## src/verilog/biu_config.svh

```systemverilog
//////////////////////////////////////////////////////////////////////
// bus interface unit build settings
// data and address widths, sram depth, wait states, error window
//////////////////////////////////////////////////////////////////////

`ifndef BIU_CONFIG_SVH
`define BIU_CONFIG_SVH

//////////////////////////////////////////////////////////////////////
// bus widths
//////////////////////////////////////////////////////////////////////

`define BIU_XLEN 32  // data width, fixed
`define BIU_PLEN 32  // physical address width

//////////////////////////////////////////////////////////////////////
// sram slave
//////////////////////////////////////////////////////////////////////

// number of 32-bit words behind the slave
`define BIU_MEM_WORDS 256

`define BIU_WAIT_STATES 1  // extra hready low cycles per data phase

// anything at or above this byte address answers ERROR
`define BIU_ERR_BASE 32'h0000_1000

`endif

```

## src/verilog/biu_pkg.sv

```systemverilog
//////////////////////////////////////////////////////////////////////
// core bus and AHB-Lite encodings
// size, burst and address conversion functions
//////////////////////////////////////////////////////////////////////

`include "biu_config.svh"

package biu_pkg;

  // core side codes
  typedef enum logic [2:0] {
    BURST_SINGLE = 3'd0,
    BURST_INCR   = 3'd1,
    BURST_WRAP4  = 3'd2,
    BURST_INCR4  = 3'd3,
    BURST_WRAP8  = 3'd4,
    BURST_INCR8  = 3'd5,
    BURST_WRAP16 = 3'd6,
    BURST_INCR16 = 3'd7
  } biu_burst_e;

  typedef enum logic [2:0] {SIZE_BYTE = 3'd0, SIZE_HWORD = 3'd1, SIZE_WORD = 3'd2} biu_size_e;

  // AHB-Lite side
  typedef enum logic [1:0] {HTRANS_IDLE, HTRANS_BUSY, HTRANS_NONSEQ, HTRANS_SEQ} htrans_e;
  typedef enum logic [2:0] {
    HBURST_SINGLE, HBURST_INCR, HBURST_WRAP4, HBURST_INCR4,
    HBURST_WRAP8, HBURST_INCR8, HBURST_WRAP16, HBURST_INCR16
  } hburst_e;
  typedef enum logic [2:0] {HSIZE_BYTE = 3'd0, HSIZE_HWORD = 3'd1, HSIZE_WORD = 3'd2} hsize_e;
  typedef enum logic {HRESP_OKAY, HRESP_ERROR} hresp_e;

  // beats in the burst, minus one
  function automatic logic [3:0] burst_beats(biu_burst_e t);
    case (t)
      BURST_WRAP4, BURST_INCR4:   return 4'd3;
      BURST_WRAP8, BURST_INCR8:   return 4'd7;
      BURST_WRAP16, BURST_INCR16: return 4'd15;
      default:                    return 4'd0;  // single, open incr
    endcase
  endfunction

  function automatic hburst_e burst_to_hburst(biu_burst_e t);
    case (t)
      BURST_INCR:   return HBURST_INCR;
      BURST_WRAP4:  return HBURST_WRAP4;
      BURST_INCR4:  return HBURST_INCR4;
      BURST_WRAP8:  return HBURST_WRAP8;
      BURST_INCR8:  return HBURST_INCR8;
      BURST_WRAP16: return HBURST_WRAP16;
      BURST_INCR16: return HBURST_INCR16;
      default:      return HBURST_SINGLE;
    endcase
  endfunction

  function automatic hsize_e size_to_hsize(biu_size_e s);
    case (s)
      SIZE_BYTE:  return HSIZE_BYTE;
      SIZE_HWORD: return HSIZE_HWORD;
      default:    return HSIZE_WORD;  // no dword on a 32-bit bus
    endcase
  endfunction

  // step to the next word, wrap keeps the upper bits of the block
  function automatic logic [`BIU_PLEN-1:0] next_beat_addr(logic [`BIU_PLEN-1:0] addr,
                                                          hburst_e hb);
    logic [`BIU_PLEN-1:0] lin;
    lin = {addr[`BIU_PLEN-1:2] + 1'b1, 2'b00};  // linear, word aligned
    case (hb)
      HBURST_WRAP4:  return {addr[`BIU_PLEN-1:4], lin[3:0]};  // 16 byte block
      HBURST_WRAP8:  return {addr[`BIU_PLEN-1:5], lin[4:0]};  // 32 byte block
      HBURST_WRAP16: return {addr[`BIU_PLEN-1:6], lin[5:0]};  // 64 byte block
      default:       return lin;
    endcase
  endfunction

endpackage

```

## src/verilog/biu_ahb_master.sv

```systemverilog
//////////////////////////////////////////////////////////////////////
// core strobe bus to AHB-Lite master
// burst counter, beat address stepping, data phase pipeline
//////////////////////////////////////////////////////////////////////

`include "biu_config.svh"

module biu_ahb_master
  import biu_pkg::*;
(
  input  logic                 HCLK,
  input  logic                 HRESETn,

  // core strobe bus
  input  logic                 stb_i,      // request, held until stb_ack_o
  output logic                 stb_ack_o,  // request taken
  output logic                 d_ack_o,    // beat address accepted, d_i consumed
  input  logic [`BIU_PLEN-1:0] adr_i,
  output logic [`BIU_PLEN-1:0] adr_o,      // address of the completing beat
  input  biu_size_e            size_i,
  input  biu_burst_e           type_i,
  input  logic                 we_i,
  input  logic [`BIU_XLEN-1:0] d_i,
  output logic [`BIU_XLEN-1:0] q_o,
  output logic                 ack_o,      // beat done
  output logic                 err_o,      // beat failed, burst dropped

  // AHB-Lite master side
  output logic [`BIU_PLEN-1:0] haddr_o,
  output htrans_e              htrans_o,
  output logic                 hwrite_o,
  output hsize_e               hsize_o,
  output hburst_e              hburst_o,
  output logic                 hsel_o,
  output logic [`BIU_XLEN-1:0] hwdata_o,
  input  logic [`BIU_XLEN-1:0] hrdata_i,
  input  logic                 hready_i,
  input  hresp_e               hresp_i
);

  //////////////////////////////////////////////////////////////////////
  // state
  //////////////////////////////////////////////////////////////////////

  logic [3:0] burst_cnt;   // beats still to issue after the current one
  logic       data_ena;    // a beat sits in the address phase
  logic       data_ena_d;  // a beat sits in the data phase
  logic       burst_idle;

  assign burst_idle = (burst_cnt == 4'd0);

  //////////////////////////////////////////////////////////////////////
  // address phase
  //////////////////////////////////////////////////////////////////////

  always_ff @(posedge HCLK or negedge HRESETn) begin
    if (!HRESETn) begin
      burst_cnt <= 4'd0;
      data_ena  <= 1'b0;
      err_o     <= 1'b0;
      hsel_o    <= 1'b0;
      htrans_o  <= HTRANS_IDLE;
      haddr_o   <= '0;
      hwrite_o  <= 1'b0;
      hsize_o   <= HSIZE_WORD;
      hburst_o  <= HBURST_SINGLE;
    end else begin
      err_o <= 1'b0;  // pulse only

      if (hready_i) begin
        if (burst_idle) begin
          if (stb_i && !err_o) begin  // new burst, first beat
            data_ena  <= 1'b1;
            burst_cnt <= burst_beats(type_i);
            hsel_o    <= 1'b1;
            htrans_o  <= HTRANS_NONSEQ;
            haddr_o   <= adr_i;
            hwrite_o  <= we_i;
            hsize_o   <= size_to_hsize(size_i);
            hburst_o  <= burst_to_hburst(type_i);
          end else begin
            data_ena <= 1'b0;
            hsel_o   <= 1'b0;
            htrans_o <= HTRANS_IDLE;
          end
        end else begin  // remaining beats
          data_ena  <= 1'b1;
          burst_cnt <= burst_cnt - 4'd1;
          htrans_o  <= HTRANS_SEQ;
          haddr_o   <= next_beat_addr(haddr_o, hburst_o);
        end
      end else if (hresp_i == HRESP_ERROR) begin
        // first error cycle, drop the rest of the burst
        burst_cnt <= 4'd0;
        data_ena  <= 1'b0;
        hsel_o    <= 1'b0;
        htrans_o  <= HTRANS_IDLE;  // idle in the second error cycle
        err_o     <= 1'b1;
      end
      // plain wait state: everything holds
    end
  end

  //////////////////////////////////////////////////////////////////////
  // data phase
  //////////////////////////////////////////////////////////////////////

  always_ff @(posedge HCLK or negedge HRESETn) begin
    if (!HRESETn) begin
      data_ena_d <= 1'b0;
    end else if (hready_i) begin
      data_ena_d <= data_ena;  // beat moves into data phase
    end
  end

  // write data and beat address follow the accepted address phase
  always_ff @(posedge HCLK) begin
    if (d_ack_o) begin
      hwdata_o <= d_i;
      adr_o    <= haddr_o;
    end
  end

  //////////////////////////////////////////////////////////////////////
  // core side handshakes
  //////////////////////////////////////////////////////////////////////

  assign stb_ack_o = hready_i & burst_idle & stb_i & ~err_o;  // same as burst start
  assign d_ack_o   = hready_i & data_ena;
  assign ack_o     = hready_i & data_ena_d & (hresp_i == HRESP_OKAY);  // none on error
  assign q_o       = hrdata_i;

endmodule

```

## config.mk

```make
export PLATFORM = sky130hd
export DESIGN_NAME = biu_ahb_master
export DESIGN_NICKNAME = d
export VERILOG_FILES = /design/src/verilog/biu_pkg.sv /design/src/verilog/biu_ahb_master.sv
export VERILOG_INCLUDE_DIRS = /design/src /design/src/verilog
export SDC_FILE = /design/constraint.sdc
export NUM_CORES = 1
export LEC_CHECK = 0
export BUFFER_PORTS_ARGS = -buffer_cell sky130_fd_sc_hd__buf_2
export CAP_MARGIN = 20
export CELL_PAD_IN_SITES_DETAIL_PLACEMENT = 0
export CELL_PAD_IN_SITES_GLOBAL_PLACEMENT = 1
export CORE_MARGIN = 5
export CORE_UTILIZATION = 31
export CTS_CLUSTER_SIZE = 10
export DETAILED_ROUTE_END_ITERATION = 10
export GPL_ROUTABILITY_DRIVEN = 0
export PLACE_DENSITY_LB_ADDON = 0.1
export REMOVE_ABC_BUFFERS = 1
export SYNTH_ARGS = -nofsm -noshare
export SYNTH_HDL_FRONTEND = slang
export SYNTH_SLANG_ARGS = --single-unit
```

## constraint.sdc

```tcl
create_clock -name HCLK -period 4.9 [get_ports HCLK]
set_input_delay 1.47 -clock HCLK [delete_from_list [all_inputs] [get_ports HCLK]]
set_output_delay 1.47 -clock HCLK [all_outputs]
set_load 0.01 [all_outputs]
```

==> impl_table.tex <==
\begin{tabular}{lr}
\hline
Metric & Value \\
\hline
\multicolumn{2}{l}{\textbf{GRT}} \\
Initial antenna violation count & 2 \\
Via count of the first global-routing pass & 3674 \\
Largest net degree at the start of global routing & 65 \\
First-pass GRT wire length & 22.0 mm \\
Residual overflow from global routing & 0 \\
Overall fraction of global-route tracks in use & 0.159 \\
\multicolumn{2}{l}{\textbf{Place}} \\
Hpwl dp & 10.8 mm \\
Port-buffer cells & 184 \\
Instance area after placement & 5780 um2 \\
Number of placed instances, taps included & 759 \\
Post-place setup slack & 0.867 ns \\
\multicolumn{2}{l}{\textbf{Setup path}} \\
Worst R2R Path Depth & 9 \\
Reg-to-Reg End & haddr\_o[25] \\
Crit. End Element & output port \\
Largest stage delay on the critical path & 0.78 ns \\
CP delay by family, top & simple AND/OR/NAND/NOR gates \\
Critical-path maximum fanout & 33 \\
Buffers plus inverters on the worst setup path & 2 \\
Chain of cells forming the critical path & inv\_1, ha\_1, or3b\_2, nor2\_2, buf\_2 \\
Max stage delay cell, worst path & sky130\_fd\_sc\_hd\_\_or3b\_2 \\
Worst setup path class & register to output port \\
Origin of the critical flop-to-flop path & burst\_cnt[0] \\
Critical Path Source Type & register \\
Stages on worst setup path & 5 \\
Flop-to-flop setup slack & 2.23 ns \\
Worst endpoint data arrival time & 2.63 ns \\
Required time at the endpoint of the critical path & 3.43 ns \\
\multicolumn{2}{l}{\textbf{Clocking}} \\
Post-CTS repair timing setup buffer count & 0 \\
Number of buffers inserted during clock tree synthesis & 9 \\
Clock latency of the later-clocked register in the worst-skew pair & 0.35 ns \\
CTS tree & done \\
Clock transition time at the flip-flop clock pins of the worst setup and hold paths & 0.07 ns \\
Cts hold-fix bufs & 0 \\
Clk root buf & sky130\_fd\_sc\_hd\_\_clkbuf\_16 \\
Number of gates resized after cts & 0 \\
Number of sinks on the clock net & 111 \\
Level count of the clock H-tree & 3 \\
Buffer levels on the longest clock path & 2 \\
\multicolumn{2}{l}{\textbf{Pwr}} \\
Total power draw & 3.63 mW \\
Power density relative to cell area & 598 nW/um2 \\
Leakage power of the design & 2.56 nW \\
Worst IR Drop VDD & 0.230 mV \\
\multicolumn{2}{l}{\textbf{Route}} \\
Drt via density & 4.95 \\
Total vias in the final route & 3834 \\
Post-route antenna net violation count & 0 \\
Total wire length after detailed routing & 15.0 mm \\
Number of violations reported at the end of detailed-routing iteration 0 & 198 \\
Post-detailed-route wirelength per cell & 19.4 um \\
Remaining DRCs & 0 \\
1st-pass router iterations & 4 \\
\multicolumn{2}{l}{\textbf{STA}} \\
Final Slew Violations & 0 \\
Final worst path period need & 4.10 ns \\
Unrepaired setup endpoints after global routing & false \\
Final-report hold violation count & 0 \\
Slew at the pin closest to its max-slew limit & 0.904 ns \\
Crit share post-route & 0.836 \\
Worst hold-check slack & 0.481 ns \\
Least setup slack across all paths after layout & 0.801 ns \\
Setup TNS Final & 0 ns \\
Slew HR & 0.398 \\
Max Clock Skew & 0.00727 ns \\
Final setup violating endpoints & 0 \\
Maximum clock frequency & 244 MHz \\
\multicolumn{2}{l}{\textbf{Min path}} \\
Path type of the worst min-delay path & register to register \\
HP Start & haddr\_o[1] \\
Number of cells on the worst hold path & 0 \\
Hold-critical path endpoint & adr\_o[1] \\
\multicolumn{2}{l}{\textbf{Synthesis}} \\
Share of synthesized area occupied by flip-flops and latches & 0.636 \\
Number of register bits inferred by synthesis & 111 \\
Post-Syn Area per Cell & 11.9 um2 \\
Number of synthesized flops with an enable pin & 64 \\
Most instantiated flip-flop cell in the synthesis netlist & sky130\_fd\_sc\_hd\_\_edfxtp\_1 \\
Share of the synthesized area in the top cell type & 0.394 \\
Synth unique cells & 51 \\
Synth warn & 0 \\
Netlist Area Pre-Place & 4880 um2 \\
Largest area contributor in the netlist & sky130\_fd\_sc\_hd\_\_edfxtp\_1 \\
Mapped Cells & 411 \\
Leading cell types by total area after synthesis & sky130\_fd\_sc\_hd\_\_edfxtp\_1, sky130\_fd\_sc\_hd\_\_dfrtp\_1, sky130\_fd\_sc\_hd\_\_buf\_4, sky130\_fd\_sc\_hd\_\_a21oi\_1, sky130\_fd\_sc\_hd\_\_nand2\_1 \\
Post-synthesis async set-or-reset flop share & 0.423 \\
\multicolumn{2}{l}{\textbf{Floorplanning}} \\
Area of the die & 18300 um2 \\
I/O pin count & 250 \\
Effective utilization at floorplan & 0.318 \\
Floorplan Core Area & 15300 um2 \\
Die Height & 135 um \\
\# rows & 45 \\
X dimension of the die & 135 um \\
\multicolumn{2}{l}{\textbf{Flow run}} \\
Number of maximum-capacitance violations & 0 \\
\multicolumn{2}{l}{\textbf{Layout}} \\
ANT cells & 0 \\
Top library cells by usage in the layout, fill and taps aside & sky130\_fd\_sc\_hd\_\_buf\_2, sky130\_fd\_sc\_hd\_\_edfxtp\_1, sky130\_fd\_sc\_hd\_\_dfrtp\_1 \\
Number of standard cells in the layout, taps in and fillers out & 775 \\
Layout fillers & 1556 \\
Layout cells sized above 1 & 0.388 \\
Final std cell area, no fill & 6070 um2 \\
Post-Route Utilization & 0.396 \\
Area growth syn-to-layout & 24.5\% \\
Most frequent standard cell in the layout excluding fill and tap cells & sky130\_fd\_sc\_hd\_\_buf\_2 \\
Count of nets after finishing & 670 \\
\multicolumn{2}{l}{\textbf{Outcome}} \\
Run status & finished clean \\
\hline
\end{tabular}
==> worst register-to-register path, stage by stage (launching register included) <==
cell and delay (ns):
sky130_fd_sc_hd__dfrtp_1 0.41, sky130_fd_sc_hd__inv_1 0.11, sky130_fd_sc_hd__ha_1 0.21, sky130_fd_sc_hd__or3b_2 0.78
sky130_fd_sc_hd__o21ai_4 0.26, sky130_fd_sc_hd__buf_4 0.27, sky130_fd_sc_hd__nor2_2 0.07, sky130_fd_sc_hd__buf_4 0.21
sky130_fd_sc_hd__o32ai_1 0.15, sky130_fd_sc_hd__nor3_1 0.08
==> cells in the mapped netlist (2+ instances only) <==
| master | count |
|---|---|
| sky130_fd_sc_hd__edfxtp_1 | 64 |
| sky130_fd_sc_hd__a211oi_1 | 2 |
| sky130_fd_sc_hd__clkbuf_1 | 12 |
| sky130_fd_sc_hd__nor2_1 | 17 |
| sky130_fd_sc_hd__nor4_1 | 3 |
| sky130_fd_sc_hd__ha_1 | 3 |
| sky130_fd_sc_hd__buf_4 | 36 |
| sky130_fd_sc_hd__a21oi_1 | 36 |
| sky130_fd_sc_hd__nand2_1 | 41 |
| sky130_fd_sc_hd__a22o_1 | 3 |
| sky130_fd_sc_hd__o31ai_1 | 2 |
| sky130_fd_sc_hd__and2_1 | 2 |
| sky130_fd_sc_hd__a31oi_1 | 3 |
| sky130_fd_sc_hd__o21a_1 | 3 |
| sky130_fd_sc_hd__buf_2 | 7 |
| sky130_fd_sc_hd__o41ai_1 | 2 |
| sky130_fd_sc_hd__mux2_2 | 3 |
| sky130_fd_sc_hd__a2bb2oi_1 | 14 |
| sky130_fd_sc_hd__or4_1 | 2 |
| sky130_fd_sc_hd__and3_1 | 5 |
| sky130_fd_sc_hd__o22ai_1 | 14 |
| sky130_fd_sc_hd__o21ai_0 | 22 |
| sky130_fd_sc_hd__inv_1 | 6 |
| sky130_fd_sc_hd__nand4_1 | 7 |
| sky130_fd_sc_hd__nor3_1 | 8 |
| sky130_fd_sc_hd__dfrtp_1 | 46 |
| sky130_fd_sc_hd__and4_1 | 5 |
| sky130_fd_sc_hd__nor3b_1 | 2 |
| sky130_fd_sc_hd__nand3_1 | 19 |
==> state kept, by name, indices dropped and copies added, names as in the netlist <==
name	count
data_ena_d	1
hwrite_o	1
hsel_o	1
adr_o	32
haddr_o	32
hwdata_o	32
burst_cnt	4
hsize_o	2
htrans_o	2
err_o	1
hburst_o	3
==> final cells by class <==
type | instances | area [um2] | share of cell area
Clock buffer | 9 | 225 | 0.0371
Clock inverter | 7 | 63.8 | 0.0105
Inverter | 6 | 22.5 | 0.00371
Multi-Input combinational cell | 239 | 1410 | 0.233
Sequential cell | 111 | 3100 | 0.511
Tap cell | 211 | 264 | 0.0435
Timing Repair Buffer | 192 | 981 | 0.162
==> cell families after synthesis <==
group,share of synthesized area
other,0.000769
XOR/XNOR,0.00180
adder cells (fa/ha/maj),0.00770
AO/OA/AOI/OAI,0.144
buffers and inverters,0.0765
AND/OR/NAND/NOR,0.122
multiplexers,0.0121
flip-flops,0.636
==> power breakdown <==
| part | total [mW] | internal [mW] | switching [mW] |
|---|---|---|---|
| combinational | 1.33 | 0.534 | 0.800 |
| sequential | 1.57 | 1.31 | 0.263 |
| clock | 0.729 | 0.393 | 0.336 |
| total | 3.63 | 2.23 | 1.40 |
==> layer usage <==
layer	vias to the layer above	wire length (um)	global-route usage
li1	1796	-	-
met3	17	1700	0.0698
met4	4	216	0.0521
met5	-	25	0.0139
met1	1821	7050	0.226
met2	196	6030	0.215
==> worst max-delay path by stage <==
stage,to,startpoint,slack (ns)
6_report,stb_ack_o,burst_cnt[0],0.80
5_1_grt,stb_ack_o,burst_cnt[0],0.63
4_1_cts,stb_ack_o,burst_cnt[0],0.76
3_5_place_dp,stb_ack_o,stb_i,0.87
3_3_place_gp,stb_ack_o,stb_i,0.90
2_1_floorplan,d_ack_o,hready_i,0.39
Note: power is estimated with default switching activity, not from simulation.
